## src/rtl/bp_pkg.sv

```systemverilog
package bp_pkg;

    ////////////////////////////////////////
    // counter encoding
    ////////////////////////////////////////

    // 2-bit saturating counter
    // 0,1 -> not taken / use bimodal
    // 2,3 -> taken / use gshare
    typedef logic [1:0] ctr_t;

    // saturation bounds
    localparam ctr_t CTR_MIN = 2'd0;
    localparam ctr_t CTR_MAX = 2'd3;

    // weakly not taken, weakly bimodal
    localparam ctr_t CTR_RESET = 2'd1;

    ////////////////////////////////////////
    // counter helpers
    ////////////////////////////////////////

    // step toward 3, stick at top
    function automatic ctr_t ctr_inc(input ctr_t ctr);
        ctr_inc = (ctr == CTR_MAX) ? ctr : ctr + 2'd1;
    endfunction

    // step toward 0, stick at bottom
    function automatic ctr_t ctr_dec(input ctr_t ctr);
        ctr_dec = (ctr == CTR_MIN) ? ctr : ctr - 2'd1;
    endfunction

    // upper bit is the decision
    function automatic logic ctr_high(input ctr_t ctr);
        ctr_high = ctr[1];
    endfunction

endpackage : bp_pkg

```

## src/rtl/bp_resolve_if.sv

```systemverilog
`timescale 1ns/100ps

interface bp_resolve_if #(
    parameter int INDEX_W = 6
) ();

    // resolution strobe, all fields below valid with it
    logic resolve_valid;

    // actual branch direction
    logic outcome;

    // raw branch index, bimodal and chooser slot
    logic [INDEX_W-1:0] pc_index;

    // hashed index captured at lookup time
    logic [INDEX_W-1:0] gshare_index;

    // component predictions captured at lookup time
    logic gshare_pred;
    logic bimodal_pred;

    // queue side
    modport source (
        output resolve_valid, outcome, pc_index, gshare_index, gshare_pred, bimodal_pred
    );

    // table side
    modport sink (
        input resolve_valid, outcome, pc_index, gshare_index, gshare_pred, bimodal_pred
    );

endinterface : bp_resolve_if

```

## src/rtl/inflight_queue.sv

```systemverilog
`timescale 1ns/100ps

module inflight_queue #(
    parameter int INDEX_W     = 6,
    parameter int QUEUE_DEPTH = 4
) (
    input  logic               clk_i,
    input  logic               rst_n_i,
    // lookup side
    input  logic               push_i,
    input  logic [INDEX_W-1:0] pc_index_i,
    input  logic [INDEX_W-1:0] gshare_index_i,
    input  logic               gshare_pred_i,
    input  logic               bimodal_pred_i,
    input  logic               final_pred_i,
    // execute side
    input  logic               executed_i,
    input  logic               outcome_i,
    bp_resolve_if.source       resolve,
    output logic               mispredicted_o
);

    localparam int PTR_W = $clog2(QUEUE_DEPTH);

    ////////////////////////////////////////
    // pointers and occupancy
    ////////////////////////////////////////

    logic [PTR_W-1:0] push_ptr_q;
    logic [PTR_W-1:0] pull_ptr_q;
    // one extra bit so depth itself fits
    logic [PTR_W:0]   count_q;
    logic             full;
    logic             empty;

    // depth is a power of two, top bit only set when full
    assign full  = count_q[PTR_W];
    assign empty = (count_q == '0);

    always_ff @(posedge clk_i) begin
        if (!rst_n_i) begin
            push_ptr_q <= '0;
            pull_ptr_q <= '0;
            count_q    <= '0;
        end else begin
            // pointers wrap naturally
            if (push_i) begin
                push_ptr_q <= push_ptr_q + 1'b1;
            end
            if (executed_i) begin
                pull_ptr_q <= pull_ptr_q + 1'b1;
            end
            // push and pop together leave count alone
            case ({push_i, executed_i})
                2'b10:   count_q <= count_q + 1'b1;
                2'b01:   count_q <= count_q - 1'b1;
                default: count_q <= count_q;
            endcase
        end
    end

    ////////////////////////////////////////
    // entry storage
    ////////////////////////////////////////

    // one array per field
    logic [INDEX_W-1:0] pc_index_mem     [QUEUE_DEPTH];
    logic [INDEX_W-1:0] gshare_index_mem [QUEUE_DEPTH];
    logic               gshare_pred_mem  [QUEUE_DEPTH];
    logic               bimodal_pred_mem [QUEUE_DEPTH];
    logic               final_pred_mem   [QUEUE_DEPTH];

    always_ff @(posedge clk_i) begin
        if (push_i) begin
            pc_index_mem[push_ptr_q]     <= pc_index_i;
            gshare_index_mem[push_ptr_q] <= gshare_index_i;
            gshare_pred_mem[push_ptr_q]  <= gshare_pred_i;
            bimodal_pred_mem[push_ptr_q] <= bimodal_pred_i;
            final_pred_mem[push_ptr_q]   <= final_pred_i;
        end
    end

    ////////////////////////////////////////
    // oldest entry out
    ////////////////////////////////////////

    // head is read before the edge, so a full push+pop sees old data
    assign resolve.resolve_valid = executed_i;
    assign resolve.outcome       = outcome_i;
    assign resolve.pc_index      = pc_index_mem[pull_ptr_q];
    assign resolve.gshare_index  = gshare_index_mem[pull_ptr_q];
    assign resolve.gshare_pred   = gshare_pred_mem[pull_ptr_q];
    assign resolve.bimodal_pred  = bimodal_pred_mem[pull_ptr_q];

    // compare against the final prediction, not the components
    assign mispredicted_o = executed_i & (outcome_i ^ final_pred_mem[pull_ptr_q]);

    ////////////////////////////////////////
    // core contract
    ////////////////////////////////////////

    // lookup into a full queue only if the head leaves in that cycle
    a_no_push_full : assert property (
        @(posedge clk_i) disable iff (!rst_n_i)
        (push_i && full) |-> executed_i
    );

    // execute always has a prediction waiting
    a_no_pull_empty : assert property (
        @(posedge clk_i) disable iff (!rst_n_i)
        executed_i |-> !empty
    );

endmodule : inflight_queue

```

## src/rtl/gshare_predictor.sv

```systemverilog
`timescale 1ns/100ps

module gshare_predictor #(
    parameter int INDEX_W = 6
) (
    input  logic               clk_i,
    input  logic               rst_n_i,
    input  logic               predict_i,
    input  logic [INDEX_W-1:0] index_i,
    bp_resolve_if.sink         resolve,
    output logic               gshare_pred_o,
    output logic [INDEX_W-1:0] gshare_index_o
);

    localparam int TABLE_SIZE = 1 << INDEX_W;

    ////////////////////////////////////////
    // global history
    ////////////////////////////////////////

    logic [INDEX_W-1:0] history_q;

    // non-speculative, only resolved outcomes enter
    // newest bit at position 0
    always_ff @(posedge clk_i) begin
        if (!rst_n_i) begin
            history_q <= '0;
        end else if (resolve.resolve_valid) begin
            history_q <= {history_q[INDEX_W-2:0], resolve.outcome};
        end
    end

    ////////////////////////////////////////
    // pattern table
    ////////////////////////////////////////

    bp_pkg::ctr_t pht_q [TABLE_SIZE];
    bp_pkg::ctr_t upd_ctr;

    // hash of the lookup, also stored in the queue
    assign gshare_index_o = history_q ^ index_i;

    // nothing meaningful without a btb hit
    assign gshare_pred_o = predict_i & bp_pkg::ctr_high(pht_q[gshare_index_o]);

    // train the slot used at lookup, not the current hash
    assign upd_ctr = pht_q[resolve.gshare_index];

    always_ff @(posedge clk_i) begin
        if (!rst_n_i) begin
            for (int i = 0; i < TABLE_SIZE; i++) begin
                pht_q[i] <= bp_pkg::CTR_RESET;
            end
        end else if (resolve.resolve_valid) begin
            // same-cycle lookup still reads the old value
            if (resolve.outcome) begin
                pht_q[resolve.gshare_index] <= bp_pkg::ctr_inc(upd_ctr);
            end else begin
                pht_q[resolve.gshare_index] <= bp_pkg::ctr_dec(upd_ctr);
            end
        end
    end

endmodule : gshare_predictor

```

## src/rtl/bimodal_predictor.sv

```systemverilog
`timescale 1ns/100ps

module bimodal_predictor #(
    parameter int INDEX_W = 6
) (
    input  logic               clk_i,
    input  logic               rst_n_i,
    input  logic [INDEX_W-1:0] index_i,
    bp_resolve_if.sink         resolve,
    output logic               bimodal_pred_o
);

    localparam int TABLE_SIZE = 1 << INDEX_W;

    ////////////////////////////////////////
    // per-branch counters
    ////////////////////////////////////////

    bp_pkg::ctr_t bht_q [TABLE_SIZE];
    bp_pkg::ctr_t upd_ctr;

    // plain index lookup, no history
    assign bimodal_pred_o = bp_pkg::ctr_high(bht_q[index_i]);

    // counter of the branch being resolved
    assign upd_ctr = bht_q[resolve.pc_index];

    always_ff @(posedge clk_i) begin
        if (!rst_n_i) begin
            for (int i = 0; i < TABLE_SIZE; i++) begin
                bht_q[i] <= bp_pkg::CTR_RESET;
            end
        end else if (resolve.resolve_valid) begin
            // move toward actual direction
            if (resolve.outcome) begin
                bht_q[resolve.pc_index] <= bp_pkg::ctr_inc(upd_ctr);
            end else begin
                bht_q[resolve.pc_index] <= bp_pkg::ctr_dec(upd_ctr);
            end
        end
    end

endmodule : bimodal_predictor

```

## src/rtl/tournament_chooser.sv

```systemverilog
`timescale 1ns/100ps

module tournament_chooser #(
    parameter int INDEX_W = 6
) (
    input  logic               clk_i,
    input  logic               rst_n_i,
    input  logic [INDEX_W-1:0] index_i,
    input  logic               gshare_pred_i,
    input  logic               bimodal_pred_i,
    bp_resolve_if.sink         resolve,
    output logic               prediction_o
);

    localparam int TABLE_SIZE = 1 << INDEX_W;

    ////////////////////////////////////////
    // chooser table
    ////////////////////////////////////////

    bp_pkg::ctr_t choice_q [TABLE_SIZE];
    bp_pkg::ctr_t upd_ctr;
    logic         disagree;
    logic         gshare_right;

    // high half picks gshare
    assign prediction_o = bp_pkg::ctr_high(choice_q[index_i]) ? gshare_pred_i
                                                              : bimodal_pred_i;

    // only learn when the components disagree
    assign disagree     = resolve.gshare_pred ^ resolve.bimodal_pred;
    assign gshare_right = (resolve.gshare_pred == resolve.outcome);
    assign upd_ctr      = choice_q[resolve.pc_index];

    always_ff @(posedge clk_i) begin
        if (!rst_n_i) begin
            for (int i = 0; i < TABLE_SIZE; i++) begin
                choice_q[i] <= bp_pkg::CTR_RESET;
            end
        end else if (resolve.resolve_valid && disagree) begin
            // exactly one side was right here
            if (gshare_right) begin
                choice_q[resolve.pc_index] <= bp_pkg::ctr_inc(upd_ctr);
            end else begin
                choice_q[resolve.pc_index] <= bp_pkg::ctr_dec(upd_ctr);
            end
        end
    end

    ////////////////////////////////////////
    // resolve bus sanity
    ////////////////////////////////////////

    // queue head must hold a real entry when the strobe fires
    a_resolve_known : assert property (
        @(posedge clk_i) disable iff (!rst_n_i)
        resolve.resolve_valid |-> !$isunknown({resolve.outcome, resolve.pc_index,
                                               resolve.gshare_index, resolve.gshare_pred,
                                               resolve.bimodal_pred})
    );

endmodule : tournament_chooser

```

## src/rtl/branch_predictor_top.sv

```systemverilog
`timescale 1ns/100ps

module branch_predictor_top #(
    parameter int INDEX_W     = 6,
    parameter int QUEUE_DEPTH = 4
) (
    input  logic               clk_i,
    input  logic               rst_n_i,
    // btb hit, lookup this cycle
    input  logic               predict_i,
    input  logic [INDEX_W-1:0] index_i,
    // branch resolved in execute
    input  logic               executed_i,
    input  logic               outcome_i,
    output logic               prediction_o,
    output logic               mispredicted_o
);

    ////////////////////////////////////////
    // lookup wires
    ////////////////////////////////////////

    logic               gshare_pred;
    logic [INDEX_W-1:0] gshare_index;
    logic               bimodal_pred;
    logic               final_pred;

    // oldest entry to all three tables
    bp_resolve_if #(.INDEX_W(INDEX_W)) resolve_bus ();

    gshare_predictor #(.INDEX_W(INDEX_W)) gshare_i (
        .clk_i          (clk_i),
        .rst_n_i        (rst_n_i),
        .predict_i      (predict_i),
        .index_i        (index_i),
        .resolve        (resolve_bus.sink),
        .gshare_pred_o  (gshare_pred),
        .gshare_index_o (gshare_index)
    );

    bimodal_predictor #(.INDEX_W(INDEX_W)) bimodal_i (
        .clk_i          (clk_i),
        .rst_n_i        (rst_n_i),
        .index_i        (index_i),
        .resolve        (resolve_bus.sink),
        .bimodal_pred_o (bimodal_pred)
    );

    tournament_chooser #(.INDEX_W(INDEX_W)) chooser_i (
        .clk_i          (clk_i),
        .rst_n_i        (rst_n_i),
        .index_i        (index_i),
        .gshare_pred_i  (gshare_pred),
        .bimodal_pred_i (bimodal_pred),
        .resolve        (resolve_bus.sink),
        .prediction_o   (final_pred)
    );

    ////////////////////////////////////////
    // in-flight tracking
    ////////////////////////////////////////

    // every btb hit allocates an entry
    inflight_queue #(
        .INDEX_W     (INDEX_W),
        .QUEUE_DEPTH (QUEUE_DEPTH)
    ) queue_i (
        .clk_i          (clk_i),
        .rst_n_i        (rst_n_i),
        .push_i         (predict_i),
        .pc_index_i     (index_i),
        .gshare_index_i (gshare_index),
        .gshare_pred_i  (gshare_pred),
        .bimodal_pred_i (bimodal_pred),
        .final_pred_i   (final_pred),
        .executed_i     (executed_i),
        .outcome_i      (outcome_i),
        .resolve        (resolve_bus.source),
        .mispredicted_o (mispredicted_o)
    );

    assign prediction_o = final_pred;

endmodule : branch_predictor_top

```

## config.mk

```make
export PLATFORM = sky130hd
export DESIGN_NAME = branch_predictor_top
export DESIGN_NICKNAME = d
export VERILOG_FILES = /design/src/rtl/bp_pkg.sv /design/src/rtl/bp_resolve_if.sv /design/src/rtl/inflight_queue.sv /design/src/rtl/gshare_predictor.sv /design/src/rtl/bimodal_predictor.sv /design/src/rtl/tournament_chooser.sv /design/src/rtl/branch_predictor_top.sv
export SDC_FILE = /design/constraint.sdc
export NUM_CORES = 1
export LEC_CHECK = 0
export ABC_AREA = 1
export BUFFER_PORTS_ARGS = -buffer_cell sky130_fd_sc_hd__clkbuf_2
export CAP_MARGIN = 10
export CORE_MARGIN = 2
export CORE_UTILIZATION = 30
export CTS_CLUSTER_SIZE = 28
export DETAILED_ROUTE_END_ITERATION = 6
export GPL_ROUTABILITY_DRIVEN = 0
export GPL_TIMING_DRIVEN = 0
export PLACE_DENSITY = 0.48
export SYNTH_ARGS = -nofsm -noshare
export SYNTH_HDL_FRONTEND = slang
export SYNTH_SLANG_ARGS = --single-unit
```

## constraint.sdc

```tcl
create_clock -name clk_i -period 5.9 [get_ports clk_i]
set_input_delay 0.295 -clock clk_i [delete_from_list [all_inputs] [get_ports clk_i]]
set_output_delay 0.295 -clock clk_i [all_outputs]
set_load 0.02 [all_outputs]
```

==> summary.txt <==
Timing
  • Setup_tns: 0 ns
  • Hold Vio Cnt, Final: 0
  • Hold WS: just under 0.06 ns
  • Final WS setup: 1.14 ns
  • Max Freq: between 200 and 250 MHz
  • Clock Skews: 0.0345 ns
  • Final Setup Violations: 0
  • Final critical-path required period: 4.76 ns
  • Least-Margin Pin Slew: 1.30 ns
  • Rel. slew slack: a little over an eighth
  • RSZ-0062 raised after global routing: no
  • Final slew viol count: 0
  • Post-route clock period utilization: between 80% and 90%

Drt
  • Routed via count: approximately 23000
  • Pre-Repair DR Iteration Count: 7
  • Number of DRC markers in iteration 0: about 3300
  • Final WL: approximately 110000 um
  • Drc violations: 1
  • Vias per inst: approximately 5.2
  • Routed wire per std cell: between 20 and 25 um
  • Post-route ant nets: 0

Logic synthesis
  • Post-synth top cells: nand2_1 (752), nand3_1 (488), inv_1 (470), edfxtp_1 (444), nor2_1 (390)
  • Seq/Total Area, Yosys: between 50% and 60%
  • Post-synth EDFFs: around 440
  • Async S/R FF share, synth: 0%
  • Seq cells post-synth: about 460
  • Synth Net Count: around 3200
  • Top FF cell, synth: edfxtp_1
  • Synthesized area: ~26000 um^2
  • Synth top area cells: edfxtp_1 (51%), nand2_1 (11%), nand3_1 (9.4%), inv_1 (6.8%), nor2_1 (5.6%)
  • Count leader, synth: nand2_1
  • Largest area contributor in the netlist: edfxtp_1
  • Synth Area per Inst: 8.18 um^2
  • Distinct cells, synth: 38
  • Synth Warn #: 0
  • Syn Inst Count: roughly 3200
  • Top-area cell type share of the netlist area: 51.1%

Setup path
  • WP data required: roughly 5.6 ns
  • Nature of the critical path endpoint: output port
  • Crit path cell chain: dlygate4sd3_1 > clkbuf_2 > clkbuf_1 > clkbuf_1 > clkbuf_1 > o21ai_0 > o21ai_0 > o21ai_0 > o211ai_1 > nand3_1 > nand2_1 > nand2_1 > nand2_1 > clkbuf_2
  • CP Class: input pin to output port
  • Slowest stage delay, CP: 0.74 ns
  • CP max stage cell: clkbuf_1
  • Critical path peak fanout: 10
  • Critical Path Start Type: input pin
  • Critical path's top delay family: buffers and inverters
  • Number of buffers and inverters on the critical path: 6
  • Worst Path Arrival: 4.46 ns

Run status
  • Outcome: finished with violations
  • Failing checks: DRC

Clock network
  • Worst-case clock buffer depth: 3
  • Number of buffers created by CTS: 53
  • Setup bufs post-CTS: 0
  • PostCTS Resize Cnt: 0
  • CTS root buf: clkbuf_16
  • Hold_buf cts: 5
  • Clock transition at the registers of the reported paths: approximately 0.060 ns
  • Clk sink count: 456
  • CTS tree: yes
  • Htree depth: 2
  • Clk_lat worst skew: ~0.64 ns

Floorplanning
  • Die Y: between 200 and 300 um
  • Die W: around 300 um
  • Ports: 13
  • Initial Util: 30.1%
  • Core area: 86500 um^2
  • Row cnt: 108
  • DIE AREA: approximately 90000 um^2

Layout
  • Share of layout cells above drive strength 1: roughly 10%
  • Final Cell Area: ~29000 um^2
  • # diodes: 0
  • Multi-input gate area: 9390 um^2
  • Area delta synth->final: 12.5%
  • Fillers: 9177
  • Nets: about 3300
  • Storage element area: approximately 14000 um^2

Power and ir drop
  • Overall power: roughly 9.5 mW
  • Power density over the cells: about 320 nW/um^2
  • Leakage: approximately 11 nW
  • Peak VDD IR: around 0.00022 V

Placement
  • DP Wirelength: 73700 um
  • Placed inst area: between 20000 and 30000 um^2
  • Place WS: 1.34 ns
  • Port Buffer Count: 10

Global routing
  • First-pass GRT wire length: around 150000 um
  • Total Routing Usage GR: a little under a quarter
  • Initial antenna violation count: 1
  • Vias in the first global route: 21500
  • Largest net degree at the start of global routing: 16
  • GRT overflow: 0

Min path
  • Class of the worst hold path: input pin to flip-flop

Job
  • Max cap viols: 0
[layout make-up]
cell class / count / share of cell area [%]
Sequential cell: 456 / 46.3
Multi-Input combinational cell: 2035 / 32.0
Inverter: 498 / 6.39
Tap cell: 1155 / 4.93
Clock buffer: 64 / 4.66
Buffer: 197 / 4.20
Clock inverter: 34 / 1.14
Timing Repair Buffer: 17 / 0.418
[cell families after synthesis]
family                   share of synthesized area, %
adder cells (fa/ha/maj)                         0.192
AND/OR/NAND/NOR                                  31.1
flip-flops                                       52.1
AO/OA/AOI/OAI                                    4.51
XOR/XNOR                                        0.269
buffers and inverters                            11.9
[tightest hold or removal path, delay by kind of cell]
kind,cells,cell delay [ns]
AO/OA/AOI/OAI,1,0.08
buffers and inverters,2,0.27
[cell usage in the layout (no fill, tap or decap), types with 6 or more instances in the layout]
| cell type | instances |
|---|---|
| buf_12 | 6 |
| o211ai_1 | 39 |
| buf_6 | 24 |
| nor2_2 | 64 |
| nand2_2 | 12 |
| o21ai_0 | 99 |
| nand4_1 | 7 |
| nor2_1 | 390 |
| nand3_1 | 488 |
| clkinv_1 | 16 |
| inv_1 | 470 |
| a21oi_1 | 55 |
| buf_2 | 65 |
| clkbuf_16 | 53 |
| xnor2_1 | 6 |
| nand3b_1 | 82 |
| clkbuf_2 | 10 |
| nand3_2 | 8 |
| buf_4 | 25 |
| edfxtp_1 | 444 |
| inv_2 | 24 |
| nand2_1 | 752 |
| clkbuf_1 | 80 |
| clkinv_2 | 11 |
| dfxtp_1 | 12 |
[state kept, by name, indices dropped and copies added, names as in the netlist, 6 cells and up, named ones only]
signal / count
gshare_i.pht_q: 128
chooser_i.choice_q: 128
queue_i.pc_index_mem: 24
bimodal_i.bht_q: 128
gshare_i.history_q: 6
queue_i.gshare_index_mem: 24
[final timing paths]
path | from | endpoint | slack (ns) | cells after the start
worst min register to register | queue_i.pull_ptr_q[1]$_SDFFE_PN0P_ | queue_i.pull_ptr_q[1]$_SDFFE_PN0P_ | 0.44 | 1
worst min-delay path | predict_i | queue_i.push_ptr_q[0]$_SDFFE_PN0P_ | 0.06 | 3
worst max-delay path | index_i[0] | prediction_o | 1.14 | 14
worst max register to register | flip-flop | chooser_i.choice_q[8][1]$_SDFFCE_PN0P_ | 1.21 | 12
[report_power, final]
group | switching (mW) | internal (mW)
Combinational | 1.89 | 0.658
Clock | 1.43 | 1.87
Sequential | 0.0439 | 3.64
[metrics by stage]
stage / util, % / std cells
after floorplan: - / 3186
after global placement: 31.9 / 4351
after detailed placement: 31.9 / 4352
after CTS: 33.9 / 4455
after global routing: 33.9 / 4456
final: 33.9 / 4456
[routing by layer]
metal  wire length (um)  track usage [%]  vias to the layer above  share of wire [%]
li1                   -                -                    10400                  -
met1              44600             32.4                    10900                 42
met2              45900             35.8                     1347                 43
met3              10500             4.10                      311                9.8
met4               6330             12.1                        2                5.9
met5                 20                0                        -              0.019
Note: power is estimated with default switching activity, not from simulation.
